<file path="config.mk">
export PLATFORM = sky130hd
export DESIGN_NAME = pipeCpu
export DESIGN_NICKNAME = d
export VERILOG_FILES = /design/src/rtl/cpuPkg.sv /design/src/rtl/fetchUnit.sv /design/src/rtl/decodeStage.sv /design/src/rtl/regFile.sv /design/src/rtl/executeStage.sv /design/src/rtl/memWbStage.sv /design/src/rtl/hazardUnit.sv /design/src/rtl/pipeCpu.sv
export VERILOG_INCLUDE_DIRS = /design/src /design/src/rtl
export SDC_FILE = /design/constraint.sdc
export NUM_CORES = 1
export LEC_CHECK = 0
export ABC_AREA = 0
export BUFFER_PORTS_ARGS = -buffer_cell sky130_fd_sc_hd__buf_2
export CAP_MARGIN = 5
export CORE_UTILIZATION = 55
export DETAILED_ROUTE_END_ITERATION = 10
export MAX_ROUTING_LAYER = met4
export PLACE_DENSITY = 0.84
export SLEW_MARGIN = 15
export SYNTH_ARGS = -nofsm -noshare
export SYNTH_HDL_FRONTEND = slang
export SYNTH_SLANG_ARGS = --single-unit
</file>
<file path="constraint.sdc">
create_clock -name clk -period 4.7 [get_ports clk]
set_input_delay 0.235 -clock clk [delete_from_list [all_inputs] [get_ports clk]]
set_output_delay 0.235 -clock clk [all_outputs]
set_load 0.05 [all_outputs]
</file>
<file path="src/rtl/cpu_consts.svh">
`ifndef CPU_CONSTS_SVH
`define CPU_CONSTS_SVH

`default_nettype none

// datapath widths
`define WORD_W   16            // data and address
`define INSTR_W  18            // instruction word
`define REG_AW   4             // register address
`define REG_CNT  16            // sixteen GPRs
`define OPC_W    6
`define IMM_W    4             // short immediate, also branch offset
`define JMP_W    12            // absolute jump field

`define RESET_PC 16'd0         // first fetch after reset

// instruction field positions
`define OPC_HI   17
`define OPC_LO   12
`define RS_HI    11
`define RS_LO    8
`define RT_HI    7
`define RT_LO    4
`define IMM_HI   3            // imm and rd share these bits
`define IMM_LO   0
`define JMP_HI   11
`define JMP_LO   0

`default_nettype wire

`endif

</file>
<file path="src/rtl/cpuPkg.sv">
`include "cpu_consts.svh"
`default_nettype none

package cpuPkg;

	////////////////////
	// instruction set
	////////////////////

	// primary opcode, bits 17:12 of the instruction word
	typedef enum logic [`OPC_W-1:0] {
		opNop = '0,             // all-zero word doubles as the pipeline bubble
		opAdd,
		opSub,
		opAnd,
		opOr,
		opXor,
		opSlt,                  // signed compare, result is 0 or 1
		opAddi,                 // rt = rs + zext(imm)
		opLw,                   // rt = mem[rs + zext(imm)]
		opSw,                   // mem[rs + zext(imm)] = rt
		opBeq,                  // resolved in decode
		opJ                     // 12-bit absolute, taken in fetch
	} opcodeT;

	////////////////////
	// datapath selects
	////////////////////

	typedef enum logic [2:0] {
		aluAdd,
		aluSub,
		aluAnd,
		aluOr,
		aluXor,
		aluSlt
	} aluOpT;

	// operand source for execute and for the branch comparator
	typedef enum logic [1:0] {
		fromReg,                // register file value, no hazard
		fromMem,                // alu result sitting in memory stage
		fromWb                  // value being written back
	} fwdSelT;

	typedef enum logic {
		aluResult,
		memData                 // marks a load for the hazard unit
	} wbSelT;

endpackage

`default_nettype wire

</file>
<file path="src/rtl/fetchUnit.sv">
`include "cpu_consts.svh"
`timescale 1ns/10ps
`default_nettype none

module fetchUnit (
	input  logic                clk,
	input  logic                rstN,
	input  logic                stallF,        // hold pc on hazard
	input  logic [`INSTR_W-1:0] instr,         // imem word at pc, same cycle
	input  logic                branchTaken,   // from decode comparator
	input  logic [`WORD_W-1:0]  branchTarget,
	output logic [`WORD_W-1:0]  pc,
	output logic [`WORD_W-1:0]  pcPlus1
);
	import cpuPkg::*;

	logic [`WORD_W-1:0] jumpTarget;
	logic [`WORD_W-1:0] pcNext;
	logic               isJump;

	assign pcPlus1 = pc + 1'b1;

	// jump is spotted on the raw fetched word, so it costs no cycle
	assign isJump     = (instr[`OPC_HI:`OPC_LO] == opJ);
	assign jumpTarget = {{(`WORD_W-`JMP_W){1'b0}}, instr[`JMP_HI:`JMP_LO]}; // zero extend

	// taken branch wins, its fetch slot is squashed anyway
	always_comb begin
		if (branchTaken)
			pcNext = branchTarget;
		else if (isJump)
			pcNext = jumpTarget;
		else
			pcNext = pcPlus1;
	end

	always_ff @(posedge clk or negedge rstN) begin
		if (!rstN)
			pc <= `RESET_PC;
		else if (!stallF)
			pc <= pcNext;              // stall refetches the same word
	end

endmodule

`default_nettype wire

</file>
<file path="src/rtl/decodeStage.sv">
`include "cpu_consts.svh"
`timescale 1ns/10ps
`default_nettype none

module decodeStage (
	input  logic                clk,
	input  logic                rstN,
	input  logic                stallD,
	input  logic [`INSTR_W-1:0] instrF,
	input  logic [`WORD_W-1:0]  pcPlus1F,
	input  logic [`WORD_W-1:0]  rd1,            // regfile port 1, write-through
	input  logic [`WORD_W-1:0]  rd2,
	input  logic [`WORD_W-1:0]  memAluResult,   // forward source for the comparator
	input  cpuPkg::fwdSelT      fwdBr1,
	input  cpuPkg::fwdSelT      fwdBr2,
	output logic [`REG_AW-1:0]  ra1,            // rs
	output logic [`REG_AW-1:0]  ra2,            // rt
	output logic                branchTaken,
	output logic [`WORD_W-1:0]  branchTarget,
	output cpuPkg::opcodeT      opD,
	output logic [`WORD_W-1:0]  immExtD,        // zero extended
	output logic [`REG_AW-1:0]  destD,          // rd field, execute picks rt where needed
	output cpuPkg::aluOpT       aluOpD,
	output logic                aluSrcD,        // 1 selects the immediate
	output logic                regWeD,
	output logic                memWeD,
	output cpuPkg::wbSelT       wbSelD,
	output logic                isBranchD
);
	import cpuPkg::*;

	logic [`INSTR_W-1:0] instrD;
	logic [`WORD_W-1:0]  pcPlus1D;
	logic [`IMM_W-1:0]   immD;
	logic [`WORD_W-1:0]  cmpA;
	logic [`WORD_W-1:0]  cmpB;

	////////////////////
	// fetch/decode register
	////////////////////

	always_ff @(posedge clk or negedge rstN) begin
		if (!rstN) begin
			instrD   <= '0;                // zero word is a NOP
			pcPlus1D <= '0;
		end else if (branchTaken) begin
			instrD   <= '0;                // squash the wrong-path fetch
			pcPlus1D <= '0;
		end else if (!stallD) begin
			instrD   <= instrF;
			pcPlus1D <= pcPlus1F;
		end
	end

	// field split
	assign opD     = opcodeT'(instrD[`OPC_HI:`OPC_LO]);
	assign ra1     = instrD[`RS_HI:`RS_LO];
	assign ra2     = instrD[`RT_HI:`RT_LO];
	assign immD    = instrD[`IMM_HI:`IMM_LO];
	assign destD   = immD;
	assign immExtD = {{(`WORD_W-`IMM_W){1'b0}}, immD};

	////////////////////
	// control decode
	////////////////////

	always_comb begin
		aluOpD    = aluAdd;              // address calc for lw/sw too
		aluSrcD   = 1'b0;
		regWeD    = 1'b0;
		memWeD    = 1'b0;
		wbSelD    = aluResult;
		isBranchD = 1'b0;
		case (opD)
			opAdd:  regWeD = 1'b1;
			opSub: begin
				regWeD = 1'b1;
				aluOpD = aluSub;
			end
			opAnd: begin
				regWeD = 1'b1;
				aluOpD = aluAnd;
			end
			opOr: begin
				regWeD = 1'b1;
				aluOpD = aluOr;
			end
			opXor: begin
				regWeD = 1'b1;
				aluOpD = aluXor;
			end
			opSlt: begin
				regWeD = 1'b1;
				aluOpD = aluSlt;
			end
			opAddi: begin
				regWeD  = 1'b1;
				aluSrcD = 1'b1;
			end
			opLw: begin
				regWeD  = 1'b1;
				aluSrcD = 1'b1;
				wbSelD  = memData;
			end
			opSw: begin
				memWeD  = 1'b1;
				aluSrcD = 1'b1;
			end
			opBeq:  isBranchD = 1'b1;
			default: ;                     // nop, j and unused codes do nothing here
		endcase
	end

	////////////////////
	// branch resolve
	////////////////////

	assign cmpA = (fwdBr1 == fromMem) ? memAluResult : rd1;
	assign cmpB = (fwdBr2 == fromMem) ? memAluResult : rd2;

	// operands not ready while stalled, so no decision yet
	assign branchTaken  = isBranchD && (cmpA == cmpB) && !stallD;
	assign branchTarget = pcPlus1D + {{(`WORD_W-`IMM_W){immD[`IMM_W-1]}}, immD}; // signed offset

endmodule

`default_nettype wire

</file>
<file path="src/rtl/regFile.sv">
`include "cpu_consts.svh"
`timescale 1ns/10ps
`default_nettype none

module regFile (
	input  logic               clk,
	input  logic               rstN,
	input  logic [`REG_AW-1:0] ra1,
	input  logic [`REG_AW-1:0] ra2,
	input  logic [`REG_AW-1:0] wa,           // write-back address
	input  logic [`WORD_W-1:0] wd,
	input  logic               we,
	output logic [`WORD_W-1:0] rd1,
	output logic [`WORD_W-1:0] rd2
);

	logic [`WORD_W-1:0] regs [`REG_CNT];

	always_ff @(posedge clk or negedge rstN) begin
		if (!rstN) begin
			for (int i = 0; i < `REG_CNT; i++)
				regs[i] <= '0;           // all registers read zero out of reset
		end else if (we) begin
			regs[wa] <= wd;
		end
	end

	// write-through, decode sees the value written back this cycle
	assign rd1 = (we && wa == ra1) ? wd : regs[ra1];
	assign rd2 = (we && wa == ra2) ? wd : regs[ra2];

endmodule

`default_nettype wire

</file>
<file path="src/rtl/executeStage.sv">
`include "cpu_consts.svh"
`timescale 1ns/10ps
`default_nettype none

module executeStage (
	input  logic               clk,
	input  logic               rstN,
	input  logic               flushE,         // bubble in on stall
	input  logic [`REG_AW-1:0] ra1,
	input  logic [`REG_AW-1:0] ra2,
	input  cpuPkg::opcodeT     opD,
	input  logic [`WORD_W-1:0] immExtD,
	input  logic [`REG_AW-1:0] destD,
	input  cpuPkg::aluOpT      aluOpD,
	input  logic               aluSrcD,
	input  logic               regWeD,
	input  logic               memWeD,
	input  cpuPkg::wbSelT      wbSelD,
	input  logic [`WORD_W-1:0] rd1,
	input  logic [`WORD_W-1:0] rd2,
	input  cpuPkg::fwdSelT     fwdA,
	input  cpuPkg::fwdSelT     fwdB,
	input  logic [`WORD_W-1:0] memAluResult,
	input  logic [`WORD_W-1:0] wbData,
	output logic [`REG_AW-1:0] rsE,
	output logic [`REG_AW-1:0] rtE,
	output logic [`REG_AW-1:0] destE,
	output logic               regWeE,
	output cpuPkg::wbSelT      wbSelE,
	output logic [`WORD_W-1:0] aluResultE,
	output logic [`WORD_W-1:0] storeDataE,
	output logic               memWeE
);
	import cpuPkg::*;

	opcodeT             opE;
	aluOpT              aluOpE;
	logic               aluSrcE;
	logic [`WORD_W-1:0] rd1E;
	logic [`WORD_W-1:0] rd2E;
	logic [`WORD_W-1:0] immE;
	logic [`REG_AW-1:0] rdE;
	logic [`WORD_W-1:0] srcA;
	logic [`WORD_W-1:0] srcB;

	////////////////////
	// decode/execute register
	////////////////////

	always_ff @(posedge clk or negedge rstN) begin
		if (!rstN) begin
			opE     <= opNop;
			aluOpE  <= aluAdd;
			aluSrcE <= 1'b0;
			regWeE  <= 1'b0;
			memWeE  <= 1'b0;
			wbSelE  <= aluResult;
		end else if (flushE) begin
			opE     <= opNop;              // bubble, no side effects downstream
			aluOpE  <= aluAdd;
			aluSrcE <= 1'b0;
			regWeE  <= 1'b0;
			memWeE  <= 1'b0;
			wbSelE  <= aluResult;
		end else begin
			opE     <= opD;
			aluOpE  <= aluOpD;
			aluSrcE <= aluSrcD;
			regWeE  <= regWeD;
			memWeE  <= memWeD;
			wbSelE  <= wbSelD;
		end
	end

	always_ff @(posedge clk) begin
		rd1E <= rd1;
		rd2E <= rd2;
		immE <= immExtD;
		rsE  <= ra1;
		rtE  <= ra2;
		rdE  <= destD;
	end

	// operand forwarding, memory stage is the newer value
	always_comb begin
		case (fwdA)
			fromMem: srcA = memAluResult;
			fromWb:  srcA = wbData;
			default: srcA = rd1E;
		endcase
		case (fwdB)
			fromMem: storeDataE = memAluResult;
			fromWb:  storeDataE = wbData;
			default: storeDataE = rd2E;
		endcase
	end

	assign srcB = aluSrcE ? immE : storeDataE;   // rt value doubles as sw data

	////////////////////
	// alu
	////////////////////

	always_comb begin
		case (aluOpE)
			aluSub:  aluResultE = srcA - srcB;
			aluAnd:  aluResultE = srcA & srcB;
			aluOr:   aluResultE = srcA | srcB;
			aluXor:  aluResultE = srcA ^ srcB;
			aluSlt:  aluResultE = {{(`WORD_W-1){1'b0}}, $signed(srcA) < $signed(srcB)};
			default: aluResultE = srcA + srcB;
		endcase
	end

	// addi and lw write rt, register ops write the rd field
	assign destE = (opE == opAddi || opE == opLw) ? rtE : rdE;

endmodule

`default_nettype wire

</file>
<file path="src/rtl/memWbStage.sv">
`include "cpu_consts.svh"
`timescale 1ns/10ps
`default_nettype none

module memWbStage (
	input  logic               clk,
	input  logic               rstN,
	input  logic [`WORD_W-1:0] aluResultE,
	input  logic [`WORD_W-1:0] storeDataE,
	input  logic [`REG_AW-1:0] destE,
	input  logic               regWeE,
	input  logic               memWeE,
	input  cpuPkg::wbSelT      wbSelE,
	input  logic [`WORD_W-1:0] dmemRdData,     // combinational read of dmemAddr
	output logic [`WORD_W-1:0] dmemAddr,
	output logic [`WORD_W-1:0] dmemWrData,
	output logic               dmemWe,         // single-cycle strobe
	output logic [`WORD_W-1:0] memAluResult,
	output logic [`REG_AW-1:0] destM,
	output logic               regWeM,
	output cpuPkg::wbSelT      wbSelM,
	output logic [`WORD_W-1:0] wbData,
	output logic [`REG_AW-1:0] wbAddr,
	output logic               wbWe
);
	import cpuPkg::*;

	logic [`WORD_W-1:0] aluResultM;
	logic [`WORD_W-1:0] storeDataM;
	logic [`WORD_W-1:0] aluResultW;
	logic [`WORD_W-1:0] loadDataW;
	wbSelT              wbSelW;

	// execute/memory and memory/write-back control
	always_ff @(posedge clk or negedge rstN) begin
		if (!rstN) begin
			regWeM <= 1'b0;
			dmemWe <= 1'b0;
			wbSelM <= aluResult;
			wbWe   <= 1'b0;
			wbSelW <= aluResult;
		end else begin
			regWeM <= regWeE;
			dmemWe <= memWeE;                // strobe lives exactly one cycle per sw
			wbSelM <= wbSelE;
			wbWe   <= regWeM;
			wbSelW <= wbSelM;
		end
	end

	always_ff @(posedge clk) begin
		aluResultM <= aluResultE;
		storeDataM <= storeDataE;
		destM      <= destE;
		aluResultW <= aluResultM;
		loadDataW  <= dmemRdData;          // capture load data at end of memory stage
		wbAddr     <= destM;
	end

	assign dmemAddr     = aluResultM;
	assign dmemWrData   = storeDataM;
	assign memAluResult = aluResultM;      // forward tap, not valid for loads

	assign wbData = (wbSelW == memData) ? loadDataW : aluResultW;

endmodule

`default_nettype wire

</file>
<file path="src/rtl/hazardUnit.sv">
`include "cpu_consts.svh"
`timescale 1ns/10ps
`default_nettype none

module hazardUnit (
	input  logic               isBranchD,
	input  logic [`REG_AW-1:0] ra1,            // decode sources
	input  logic [`REG_AW-1:0] ra2,
	input  logic [`REG_AW-1:0] rsE,            // execute sources
	input  logic [`REG_AW-1:0] rtE,
	input  logic [`REG_AW-1:0] destE,
	input  logic               regWeE,
	input  cpuPkg::wbSelT      wbSelE,
	input  logic [`REG_AW-1:0] destM,
	input  logic               regWeM,
	input  cpuPkg::wbSelT      wbSelM,
	input  logic [`REG_AW-1:0] wbAddr,
	input  logic               wbWe,
	output cpuPkg::fwdSelT     fwdA,
	output cpuPkg::fwdSelT     fwdB,
	output cpuPkg::fwdSelT     fwdBr1,
	output cpuPkg::fwdSelT     fwdBr2,
	output logic               stallF,
	output logic               stallD,
	output logic               flushE
);
	import cpuPkg::*;

	logic hitE;           // instr in execute writes a decode source
	logic hitM;           // same for memory stage
	logic lwStall;
	logic brStall;

	////////////////////
	// forwarding
	////////////////////

	// memory stage is younger than write-back, so it wins
	assign fwdA = (regWeM && destM == rsE) ? fromMem :
		(wbWe && wbAddr == rsE) ? fromWb : fromReg;
	assign fwdB = (regWeM && destM == rtE) ? fromMem :
		(wbWe && wbAddr == rtE) ? fromWb : fromReg;

	// comparator only taps memory, write-back goes through regfile write-through
	assign fwdBr1 = (regWeM && destM == ra1) ? fromMem : fromReg;
	assign fwdBr2 = (regWeM && destM == ra2) ? fromMem : fromReg;

	////////////////////
	// stalls
	////////////////////

	assign hitE = regWeE && (destE == ra1 || destE == ra2);
	assign hitM = regWeM && (destM == ra1 || destM == ra2);

	assign lwStall = hitE && (wbSelE == memData);    // load-use, one bubble
	// branch waits for a result still in execute, or a load still in memory
	assign brStall = isBranchD && (hitE || (hitM && wbSelM == memData));

	assign stallF = lwStall || brStall;
	assign stallD = lwStall || brStall;
	assign flushE = lwStall || brStall;    // held decode instr must not also issue

endmodule

`default_nettype wire

</file>
<file path="src/rtl/pipeCpu.sv">
`include "cpu_consts.svh"
`timescale 1ns/10ps
`default_nettype none

module pipeCpu (
	input  logic                clk,
	input  logic                rstN,
	output logic [`WORD_W-1:0]  imemAddr,
	input  logic [`INSTR_W-1:0] imemData,     // combinational imem read
	output logic [`WORD_W-1:0]  dmemAddr,
	output logic [`WORD_W-1:0]  dmemWrData,
	output logic                dmemWe,
	input  logic [`WORD_W-1:0]  dmemRdData
);
	import cpuPkg::*;

	// fetch <-> decode
	logic [`WORD_W-1:0] pcPlus1F;
	logic               branchTaken;
	logic [`WORD_W-1:0] branchTarget;

	// decode outputs
	logic [`REG_AW-1:0] ra1;
	logic [`REG_AW-1:0] ra2;
	logic [`WORD_W-1:0] rd1;
	logic [`WORD_W-1:0] rd2;
	opcodeT             opD;
	logic [`WORD_W-1:0] immExtD;
	logic [`REG_AW-1:0] destD;
	aluOpT              aluOpD;
	logic               aluSrcD;
	logic               regWeD;
	logic               memWeD;
	wbSelT              wbSelD;
	logic               isBranchD;

	// execute outputs
	logic [`REG_AW-1:0] rsE;
	logic [`REG_AW-1:0] rtE;
	logic [`REG_AW-1:0] destE;
	logic               regWeE;
	wbSelT              wbSelE;
	logic [`WORD_W-1:0] aluResultE;
	logic [`WORD_W-1:0] storeDataE;
	logic               memWeE;

	// memory / write-back
	logic [`WORD_W-1:0] memAluResult;
	logic [`REG_AW-1:0] destM;
	logic               regWeM;
	wbSelT              wbSelM;
	logic [`WORD_W-1:0] wbData;
	logic [`REG_AW-1:0] wbAddr;
	logic               wbWe;

	// hazard controls
	fwdSelT fwdA;
	fwdSelT fwdB;
	fwdSelT fwdBr1;
	fwdSelT fwdBr2;
	logic   stallF;
	logic   stallD;
	logic   flushE;

	fetchUnit uFetch (
		.clk(clk), .rstN(rstN), .stallF(stallF), .instr(imemData),
		.branchTaken(branchTaken), .branchTarget(branchTarget),
		.pc(imemAddr), .pcPlus1(pcPlus1F)
	);

	decodeStage uDecode (
		.clk(clk), .rstN(rstN), .stallD(stallD), .instrF(imemData), .pcPlus1F(pcPlus1F),
		.rd1(rd1), .rd2(rd2), .memAluResult(memAluResult), .fwdBr1(fwdBr1), .fwdBr2(fwdBr2),
		.ra1(ra1), .ra2(ra2), .branchTaken(branchTaken), .branchTarget(branchTarget),
		.opD(opD), .immExtD(immExtD), .destD(destD), .aluOpD(aluOpD), .aluSrcD(aluSrcD),
		.regWeD(regWeD), .memWeD(memWeD), .wbSelD(wbSelD), .isBranchD(isBranchD)
	);

	regFile uRegs (
		.clk(clk), .rstN(rstN), .ra1(ra1), .ra2(ra2),
		.wa(wbAddr), .wd(wbData), .we(wbWe), .rd1(rd1), .rd2(rd2)
	);

	executeStage uExec (
		.clk(clk), .rstN(rstN), .flushE(flushE), .ra1(ra1), .ra2(ra2), .opD(opD),
		.immExtD(immExtD), .destD(destD), .aluOpD(aluOpD), .aluSrcD(aluSrcD),
		.regWeD(regWeD), .memWeD(memWeD), .wbSelD(wbSelD), .rd1(rd1), .rd2(rd2),
		.fwdA(fwdA), .fwdB(fwdB), .memAluResult(memAluResult), .wbData(wbData),
		.rsE(rsE), .rtE(rtE), .destE(destE), .regWeE(regWeE), .wbSelE(wbSelE),
		.aluResultE(aluResultE), .storeDataE(storeDataE), .memWeE(memWeE)
	);

	memWbStage uMemWb (
		.clk(clk), .rstN(rstN), .aluResultE(aluResultE), .storeDataE(storeDataE),
		.destE(destE), .regWeE(regWeE), .memWeE(memWeE), .wbSelE(wbSelE),
		.dmemRdData(dmemRdData), .dmemAddr(dmemAddr), .dmemWrData(dmemWrData),
		.dmemWe(dmemWe), .memAluResult(memAluResult), .destM(destM), .regWeM(regWeM),
		.wbSelM(wbSelM), .wbData(wbData), .wbAddr(wbAddr), .wbWe(wbWe)
	);

	hazardUnit uHazard (
		.isBranchD(isBranchD), .ra1(ra1), .ra2(ra2), .rsE(rsE), .rtE(rtE),
		.destE(destE), .regWeE(regWeE), .wbSelE(wbSelE),
		.destM(destM), .regWeM(regWeM), .wbSelM(wbSelM), .wbAddr(wbAddr), .wbWe(wbWe),
		.fwdA(fwdA), .fwdB(fwdB), .fwdBr1(fwdBr1), .fwdBr2(fwdBr2),
		.stallF(stallF), .stallD(stallD), .flushE(flushE)
	);

endmodule

`default_nettype wire

</file>
Word level (Yosys, flattened, before mapping)
Index checks and enable logic that the tools add are counted.
{"block": "op_classes", "addsub": 4, "n_mul": 0, "n_div": 0, "order_cmp": 5, "eq_ne": 36, "shifts": 0, "n_mux": 43, "n_bitwise": 6, "n_reduce_logical": 24}
{"cell": "bitwise mux 256 bit", "n": 1}
{"cell": "two-way mux 16 bit", "n": 15}
{"cell": "binary-select mux 16 bit (select 4 bit)", "n": 2}
{"cell": "one-hot mux 16 bit (5 select lines)", "n": 1}
{"cell": "demux 16 bit (select 4 bit)", "n": 1}
{"cell": "one-hot mux 16 bit (2 select lines)", "n": 2}
{"cell": "equality test 4 bit", "n": 10}
{"cell": "two-way mux 18 bit", "n": 2}
{"cell": "adder 16 bit", "n": 2}
{"cell": "equality test 6 x 3 -> 1 bit (second input constant)", "n": 5}
{"cell": "equality test 6 x 4 -> 1 bit (second input constant)", "n": 5}
{"cell": "adder 16 x 1 -> 16 bit (second input constant)", "n": 1}
{"cell": "bitwise AND 16 bit", "n": 1}
{"cell": "equality test 16 bit", "n": 1}
{"cell": "logical AND 1 bit", "n": 16}
{"cell": "< comparator 16 bit", "n": 1}
{"cell": "bitwise OR 16 bit", "n": 1}
{"cell": "subtractor 16 bit", "n": 1}
{"cell": "XOR 16 bit", "n": 1}
{"cell": "greater-or-equal comparator 5 bit (second input constant)", "n": 3}
{"cell": "NOT 4 -> 5 bit", "n": 3}
{"cell": "one-hot mux 3 bit (5 select lines)", "n": 1}
{"cell": "equality test 6 x 2 -> 1 bit (second input constant)", "n": 2}
{"cell": "two-way mux 1 bit", "n": 11}
{"cell": "other kinds (16)", "n": 29}
{"block": "totals", "ff_bits": 440, "latch_bits": 0, "ramBits": 0, "rom_bits": 0, "output_inout_bits": 49, "n_memories": 0}

Depth between registers and ports, before layout
{"block": "logic_depth", "ltp_word": 12, "mapped_depth": 24, "ltp_nobuf": 22}

By module
A second synthesis with hierarchy kept.
{"block": "hier_totals", "hier_cells": 2270, "area_unflattened_um2": 26803.2}
{"mod": "regFile", "instances": 1, "cells_each": 886, "area_each_um2": 14356.3, "seq_area_each_um2": 6406.1}
{"mod": "executeStage", "instances": 1, "cells_each": 675, "area_each_um2": 5376.4, "seq_area_each_um2": 1526.5}
{"mod": "decodeStage", "instances": 1, "cells_each": 373, "area_each_um2": 3384.5, "seq_area_each_um2": 850.8}
{"mod": "memWbStage", "instances": 1, "cells_each": 111, "area_each_um2": 1935.6, "seq_area_each_um2": 1566.5}
{"mod": "fetchUnit", "instances": 1, "cells_each": 158, "area_each_um2": 1262.5, "seq_area_each_um2": 400.4}
{"mod": "hazardUnit", "instances": 1, "cells_each": 67, "area_each_um2": 488.0, "seq_area_each_um2": 0.0}

Least setup slack after synthesis
No wires, ideal clock.
{"block": "synth_timing", "path_kind": "flip-flop to flip-flop", "from": "reg uMemWb.wbAddr[3]", "to": "reg uMemWb.aluResultM[13], in the netlist uMemWb.dmemAddr[13]", "setup_time_ps": 122, "arrival_ps": 4459, "path_slack_ps": 119, "path_stages_with_launch": 20, "period_less_slack_ps": 4581, "cell_sequence": "dfxtp_1 -> clkbuf_1 -> xnor2_1 -> nand2_1 -> nor4_1 -> clkbuf_1 -> o21ai_0 -> o21ai_0 -> ha_1 -> nor2b_1 -> o21bai_1 -> a21oi_1 -> o21a_1 -> o21ai_0 -> and2_1 -> o311ai_0 -> nand2_1 -> xnor2_1 -> a22o_1 -> a221o_1"}
{"block": "synth_between", "elab_chain_cells": 9}
{"element": "start, declared", "line_no": "memWbStage.sv:23", "text": "output logic [`REG_AW-1:0] wbAddr,"}
{"element": "start signal, assigned", "line_no": "memWbStage.sv:57", "text": "wbAddr <= destM;"}
{"element": "equality test 4 bit", "line_no": "hazardUnit.sv:42", "text": "(wbWe && wbAddr == rtE) ? fromWb : fromReg;"}
{"element": "logical AND 1 bit", "line_no": "hazardUnit.sv:42"}
{"element": "two-way mux 2 bit", "line_no": "hazardUnit.sv:42"}
{"element": "two-way mux 2 bit", "line_no": "hazardUnit.sv:41", "text": "assign fwdB = (regWeM && destM == rtE) ? fromMem :"}
{"element": "equality test 2 bit or equality test 2 x 1 -> 1 bit (tied branches)", "line_no": "executeStage.sv:91", "text": "case (fwdB)"}
{"element": "one-hot mux 16 bit (2 select lines)", "line_no": "executeStage.sv:91"}
{"element": "two-way mux 16 bit", "line_no": "executeStage.sv:98", "text": "assign srcB = aluSrcE ? immE : storeDataE;"}
{"element": "adder 16 bit, or another cell as far along", "line_no": "executeStage.sv:111", "text": "default: aluResultE = srcA + srcB;"}
{"element": "one-hot mux 16 bit (5 select lines) (*)", "line_no": "executeStage.sv:105", "text": "case (aluOpE)"}
{"element": "named net aluResultE[13]", "line_no": "pipeCpu.sv:43", "text": "logic [`WORD_W-1:0] aluResultE;"}
{"element": "end signal, assigned", "line_no": "memWbStage.sv:52", "text": "aluResultM <= aluResultE;"}
{"element": "end, declared", "line_no": "memWbStage.sv:28", "text": "logic [`WORD_W-1:0] aluResultM;"}
The timed path passes the listed nets; every way through them passes the cells marked *.
A chain may end at the register's enable or synchronous reset.

Final worst setup path
{"block": "layout_timing", "from": "reg uDecode.instrD[4]", "to": "reg uFetch.pc[7]"}
{"block": "layout_between", "elab_chain_cells": 10}
{"element": "start, declared", "line_no": "decodeStage.sv:32", "text": "logic [`INSTR_W-1:0] instrD;"}
{"element": "start signal, assigned", "line_no": "decodeStage.sv:50", "text": "instrD <= instrF;"}
{"element": "NOT 4 -> 5 bit (implied by the code) or equality test 4 bit (tied branches)", "line_no": "regFile.sv:30, hazardUnit.sv:46, hazardUnit.sv:53"}
{"element": "binary-select mux 16 bit (select 4 bit) or logical OR 1 bit (tied branches)", "line_no": "regFile.sv:30, hazardUnit.sv:53"}
{"element": "two-way mux 16 bit (implied by the code) or logical AND 1 bit (tied branches)", "line_no": "regFile.sv:30, hazardUnit.sv:53"}
{"element": "two-way mux 16 bit (implied by the code) or logical AND 1 bit (tied branches)", "line_no": "regFile.sv:30, hazardUnit.sv:57"}
{"element": "two-way mux 16 bit or logical OR 1 bit (tied branches)", "line_no": "regFile.sv:30, hazardUnit.sv:57"}
{"element": "two-way mux 16 bit or logical AND 1 bit (tied branches)", "line_no": "decodeStage.sv:119, hazardUnit.sv:57"}
{"element": "equality test 16 bit or logical OR 1 bit (tied branches)", "line_no": "decodeStage.sv:122, hazardUnit.sv:59, hazardUnit.sv:60"}
{"element": "logical AND 1 bit or logical NOT 1 bit (tied branches)"}
{"element": "logical AND 1 bit", "line_no": "decodeStage.sv:122", "text": "assign branchTaken = isBranchD && (cmpA == cmpB) && !stallD;"}
{"element": "two-way mux 16 bit", "line_no": "fetchUnit.sv:29", "text": "if (branchTaken)"}
{"element": "end signal, assigned", "line_no": "fetchUnit.sv:39", "text": "pc <= `RESET_PC;"}
{"element": "end signal, assigned", "line_no": "fetchUnit.sv:41", "text": "pc <= pcNext;"}
{"element": "end, declared", "line_no": "fetchUnit.sv:12", "text": "output logic [`WORD_W-1:0] pc,"}
Several ways; a longest one is shown, not always the timed one. The select of a mux whose other input is x is not followed.

==> impl_results.html <==
<table>
<tr><th>Metric</th><th>Value</th></tr>
<tr><th colspan="2">Run status</th></tr>
<tr><td>Outcome</td><td>finished, final reports clean</td></tr>
<tr><th colspan="2">Timing</th></tr>
<tr><td>Final hold slack</td><td>0.249 ns</td></tr>
<tr><td>Fraction of the cycle the final worst path needs</td><td>97.9%</td></tr>
<tr><td>Total Negative Setup Slacks</td><td>0 ns</td></tr>
<tr><td>Total count of max-transition violations in the final report</td><td>0</td></tr>
<tr><td>Fmax</td><td>0.217 GHz</td></tr>
<tr><td>Setup repair after global routing missed its margin</td><td>true</td></tr>
<tr><td>Clock skew after layout</td><td>0.0310 ns</td></tr>
<tr><td>Number of endpoints with negative hold slack in the final report</td><td>0</td></tr>
<tr><td>Worst slew margin relative to its limit</td><td>13.5%</td></tr>
<tr><td>Worst Tran Pin Value</td><td>1.29 ns</td></tr>
<tr><td>Post-route worst setup slack</td><td>0.0989 ns</td></tr>
<tr><td>Final critical-path required period</td><td>4.60 ns</td></tr>
<tr><td>Endpoints failing setup</td><td>0</td></tr>
<tr><th colspan="2">Route</th></tr>
<tr><td>Average wire length per cell after detail routing</td><td>22.1 um</td></tr>
<tr><td>Final ANT Viol Nets</td><td>0</td></tr>
<tr><td>Starting DRT DRC Count</td><td>2279</td></tr>
<tr><td>Router iterations before antenna repair</td><td>8</td></tr>
<tr><td>Drt via density</td><td>6.44</td></tr>
<tr><td>Total Wirelength</td><td>72300 um</td></tr>
<tr><td>Drt drc</td><td>0</td></tr>
<tr><td>Via total after detailed routing</td><td>21000</td></tr>
<tr><th colspan="2">Yosys</th></tr>
<tr><td>Share of Yosys cell area claimed by the top area cell type</td><td>33.0%</td></tr>
<tr><td>Commonest register cell after synthesis</td><td>sky130_fd_sc_hd__dfrtp_1</td></tr>
<tr><td>Synthesized area per cell</td><td>9.64 sq um</td></tr>
<tr><td>Combinational family with the most area after synthesis</td><td>multiplexers</td></tr>
<tr><td>Sequential element share of the synthesized area</td><td>42.5%</td></tr>
<tr><td>XOR/XNOR Fraction of Synth Area</td><td>2.85%</td></tr>
<tr><td>Largest area contributor in the synthesized netlist</td><td>sky130_fd_sc_hd__dfrtp_1</td></tr>
<tr><td>Synthesized netlist net count</td><td>2649</td></tr>
<tr><td>Adder-cell share of the synthesized area</td><td>3.51%</td></tr>
<tr><td>Area fraction in compound gates after synthesis</td><td>16.0%</td></tr>
<tr><td>EDFF count, synth</td><td>0</td></tr>
<tr><td>Synth Area in Simple Gates</td><td>13.7%</td></tr>
<tr><td>Syn. warnings</td><td>0</td></tr>
<tr><td>Mux cell area share after synthesis</td><td>16.2%</td></tr>
<tr><td>Top area cells in the synthesized netlist</td><td>sky130_fd_sc_hd__dfrtp_1 (33%), sky130_fd_sc_hd__mux4_2 (13%), sky130_fd_sc_hd__dfxtp_1 (9.5%), sky130_fd_sc_hd__a21oi_1 (5.0%), sky130_fd_sc_hd__nor2_1 (4.4%)</td></tr>
<tr><td>Post-synthesis instance area</td><td>24500 sq um</td></tr>
<tr><td>Post-synthesis sequential element count</td><td>440</td></tr>
<tr><td>Async SR Flop Fraction</td><td>73.6%</td></tr>
<tr><td>Cell count after synthesis</td><td>2546</td></tr>
<tr><td>Count of unique library cells instantiated by Yosys</td><td>75</td></tr>
<tr><th colspan="2">Layout</th></tr>
<tr><td>Fillers</td><td>3312</td></tr>
<tr><td>Fraction of final layout cells sized beyond drive strength 1</td><td>18.3%</td></tr>
<tr><td>Fin nets</td><td>2739</td></tr>
<tr><td>Non-Filler Instances</td><td>3265</td></tr>
<tr><td>Area of all placed cells without fillers</td><td>28000 sq um</td></tr>
<tr><td>Core Util, Final</td><td>63.5%</td></tr>
<tr><td>Diode insertion count for antenna repair</td><td>0</td></tr>
<tr><td>Layout overhead on the synthesized area</td><td>14.2%</td></tr>
<tr><th colspan="2">Placement</th></tr>
<tr><td>Number of buffers added on ports</td><td>84</td></tr>
<tr><td>Post-DP HPWL</td><td>47800 um</td></tr>
<tr><td>Total placed instance area</td><td>25800 sq um</td></tr>
<tr><td>Pre-CTS setup slack</td><td>-0.0529 ns</td></tr>
<tr><td>Total instance count after detailed placement</td><td>3132</td></tr>
<tr><td>GP Congestion</td><td>0.981</td></tr>
<tr><th colspan="2">Clock network</th></tr>
<tr><td>H-tree depth</td><td>2</td></tr>
<tr><td>CTS tree</td><td>done</td></tr>
<tr><td>Worst skew pair latency</td><td>0.62 ns</td></tr>
<tr><td>Clock root buffer master</td><td>sky130_fd_sc_hd__clkbuf_16</td></tr>
<tr><td>CTS clock-pin slew for the worst setup and hold paths</td><td>0.07 ns</td></tr>
<tr><td>Number of CTS-inserted buffers</td><td>46</td></tr>
<tr><td>CTS sink count</td><td>440</td></tr>
<tr><td>Max Root-Sink Buffers</td><td>3</td></tr>
<tr><th colspan="2">Global route</th></tr>
<tr><td>First-pass GRT wire length</td><td>113000 um</td></tr>
<tr><td>Largest net degree at the start of global routing</td><td>140</td></tr>
<tr><td>GR Overflow Total</td><td>0</td></tr>
<tr><td>Number of global-route vias before repair</td><td>20700</td></tr>
<tr><td>Overall routing resource usage</td><td>33.1%</td></tr>
<tr><td>Number of antenna violations at the first check in global routing</td><td>0</td></tr>
<tr><th colspan="2">Die</th></tr>
<tr><td>Effective utilization at floorplan</td><td>55.6%</td></tr>
<tr><td>Die width</td><td>213 um</td></tr>
<tr><td>I/O pin count</td><td>85</td></tr>
<tr><td>Floorplan row count</td><td>77</td></tr>
<tr><td>Standard cell core area</td><td>44100 sq um</td></tr>
<tr><td>Vertical die dimension</td><td>213 um</td></tr>
<tr><td>Area of the die</td><td>45500 sq um</td></tr>
<tr><th colspan="2">Power and ir drop</th></tr>
<tr><td>Leakage power</td><td>12.2 nW</td></tr>
<tr><td>Net switching power</td><td>5.38 mW</td></tr>
<tr><td>Share of total power in sequential cells</td><td>38.0%</td></tr>
<tr><td>Logic pwr share</td><td>34.6%</td></tr>
<tr><td>Clk pwr share</td><td>27.5%</td></tr>
<tr><td>Switching share of power</td><td>37.5%</td></tr>
<tr><td>Power density normalized to cell area</td><td>511 nW/um^2</td></tr>
<tr><td>Internal power component</td><td>8.95 mW</td></tr>
<tr><td>Power after layout</td><td>14.3 mW</td></tr>
<tr><td>Peak supply drop</td><td>0.358 mV</td></tr>
<tr><th colspan="2">Worst setup path</th></tr>
<tr><td>Worst-path cell chain</td><td>buf_4 &gt; buf_12 &gt; mux4_2 &gt; a22o_1 &gt; a221oi_1 &gt; mux2_2 &gt; a221oi_1 &gt; a21oi_1 &gt; o22ai_1 &gt; nor4_4 &gt; buf_4 &gt; mux2i_1 &gt; mux2i_1 &gt; a211oi_1</td></tr>
<tr><td>Total buffers and inverters traversed by the critical path</td><td>3</td></tr>
<tr><td>CP max stage cell</td><td>sky130_fd_sc_hd__mux4_2</td></tr>
<tr><td>Delay of the slowest cell on the worst path</td><td>0.54 ns</td></tr>
<tr><td>Data arrival time at the worst-slack endpoint</td><td>5.11 ns</td></tr>
<tr><td>Required @ worst endpoint</td><td>5.21 ns</td></tr>
<tr><td>Cell type group with the largest total delay on the critical path</td><td>compound AO/OA/AOI/OAI gates</td></tr>
<tr><td>Critical Path Sink Type</td><td>flip-flop</td></tr>
<tr><td>Startpoint type of the worst setup path</td><td>flip-flop</td></tr>
<tr><td>Path type of the worst setup path</td><td>reg2reg</td></tr>
<tr><td>Critical path peak fanout</td><td>26</td></tr>
<tr><th colspan="2">Flow run</th></tr>
<tr><td>Number of maximum-capacitance constraint violations</td><td>0</td></tr>
<tr><th colspan="2">Min path</th></tr>
<tr><td>Type of the worst min-delay path</td><td>in2async</td></tr>
</table>
## power by group through the flow
stage               Combinational (mW)  Clock (mW)  Sequential (mW)
detailed placement                4.72           0             5.44
CTS                               4.82        3.96             5.39
global route                      5.35        4.10             5.51
finish                            4.95        3.94             5.44
global placement                  4.57           0             5.35
floorplan                         3.03           0             5.60
## state kept, by name, summed over array words and instances, names as in the netlist, 3 cells and up
register and count:
uExec.opE 6, uRegs.regs 256, uExec.rsE 4, uMemWb.aluResultW 16, uExec.rd1E 16, uMemWb.wbAddr 4
uExec.aluOpE 3, uMemWb.dmemWrData 16, uExec.rd2E 16, uMemWb.dmemAddr 16, uMemWb.destM 4, uDecode.pcPlus1D 16
uDecode.instrD 18, uMemWb.loadDataW 16, uFetch.pc 16, uExec.immE 4, uExec.rtE 4
## cell usage in the layout, fill, tap and decap left out, drive strengths merged, types with 8 or more instances in the layout
master       count
o22ai           22
nor2b           21
buf            206
nand3           31
dfrtp          324
nor2           290
and2            12
clkinv          17
a211oi          11
o21bai           8
ha              64
and3            17
nand2          284
mux2            14
or2              9
o22a            12
a22oi           27
a31oi            8
mux4           138
nand4            8
mux2i           70
inv            111
a221oi          19
a22o            14
a21oi          244
dlygate4sd3     35
o21ai          203
nor3            31
clkbuf          61
dfxtp          116
o31ai           20
nand2b          29
xnor2           41
o211ai          10
xor2            39
nor4            16
a21o            14
## Yosys cell counts (all sizes together) (22+ instances only)
master,instances
dfxtp,116
mux4,138
mux2i,70
o22ai,22
o21ai,203
dfrtp,324
nand2,284
nor2,290
a21oi,244
xor2,39
nor3,31
nand2b,29
a22oi,27
xnor2,41
clkbuf,145
buf,54
ha,64
inv,111
nand3,31
## routing by layer
metal	vias up	part of all wire, %	track usage [%]
li1	9207	-	-
met5	-	0	-
met2	1281	48	52.7
met1	10200	38	41.0
met4	0	4.3	14.3
met3	285	9.8	6.99
## area by class of cell
| type | instances | area [sq um] | share of cell area, % |
|---|---|---|---|
| inverter | 111 | 417 | 1.49 |
| multi-input combinational | 1796 | 13000 | 46.2 |
| timing repair buffer | 241 | 1810 | 6.47 |
| clock inverter | 24 | 352 | 1.25 |
| sequential | 440 | 10400 | 37.3 |
| clock buffer | 61 | 1300 | 4.64 |
| tap | 592 | 741 | 2.64 |
## worst register-to-register path: stages, from the launching register on
cell                       delay [ns]
sky130_fd_sc_hd__dfrtp_4         0.53
sky130_fd_sc_hd__buf_4           0.30
sky130_fd_sc_hd__buf_12          0.28
sky130_fd_sc_hd__mux4_2          0.55
sky130_fd_sc_hd__a22o_1          0.29
sky130_fd_sc_hd__a221oi_1        0.45
sky130_fd_sc_hd__mux2_2          0.32
sky130_fd_sc_hd__a221oi_1        0.09
sky130_fd_sc_hd__a21oi_1         0.18
sky130_fd_sc_hd__o22ai_1         0.13
sky130_fd_sc_hd__nor4_4          0.40
sky130_fd_sc_hd__buf_4           0.33
sky130_fd_sc_hd__mux2i_1         0.26
sky130_fd_sc_hd__mux2i_1         0.12
sky130_fd_sc_hd__a211oi_1        0.28
## repair_timing
item	in CTS	in global routing
endpoints found under the hold margin	126	0
resized for setup	4	19
setup endpoints to repair	4	51
hold buffers	35	0
setup buffers	0	13
cloned	0	0
## worst paths after layout
path	from	end	slack, ns	cells past startpoint
hold reg to reg	uExec.memWeE	uMemWb.dmemWe	0.35	0
setup / recovery	uDecode.instrD[4]	uFetch.pc[7]	0.1	14
hold / removal	rstN	uRegs.regs[42]	0.25	2
setup reg to reg	uDecode.instrD[4]	uFetch.pc[7]	0.1	14
max in group asynchronous	rstN	uRegs.regs[216]	3.32	3
min in group clk	dmemRdData[13]	uMemWb.loadDataW[13]	0.27	2
## logic make-up after synthesis
| family | Yosys count |
|---|---|
| AO/OA/AOI/OAI | 657 |
| AND/OR/NAND/NOR | 770 |
| XOR/XNOR | 80 |
| buffers and inverters | 310 |
| multiplexers | 222 |
| flip-flops | 440 |
| adder cells (fa/ha/maj) | 67 |
Note: power is estimated with default switching activity, not from simulation.
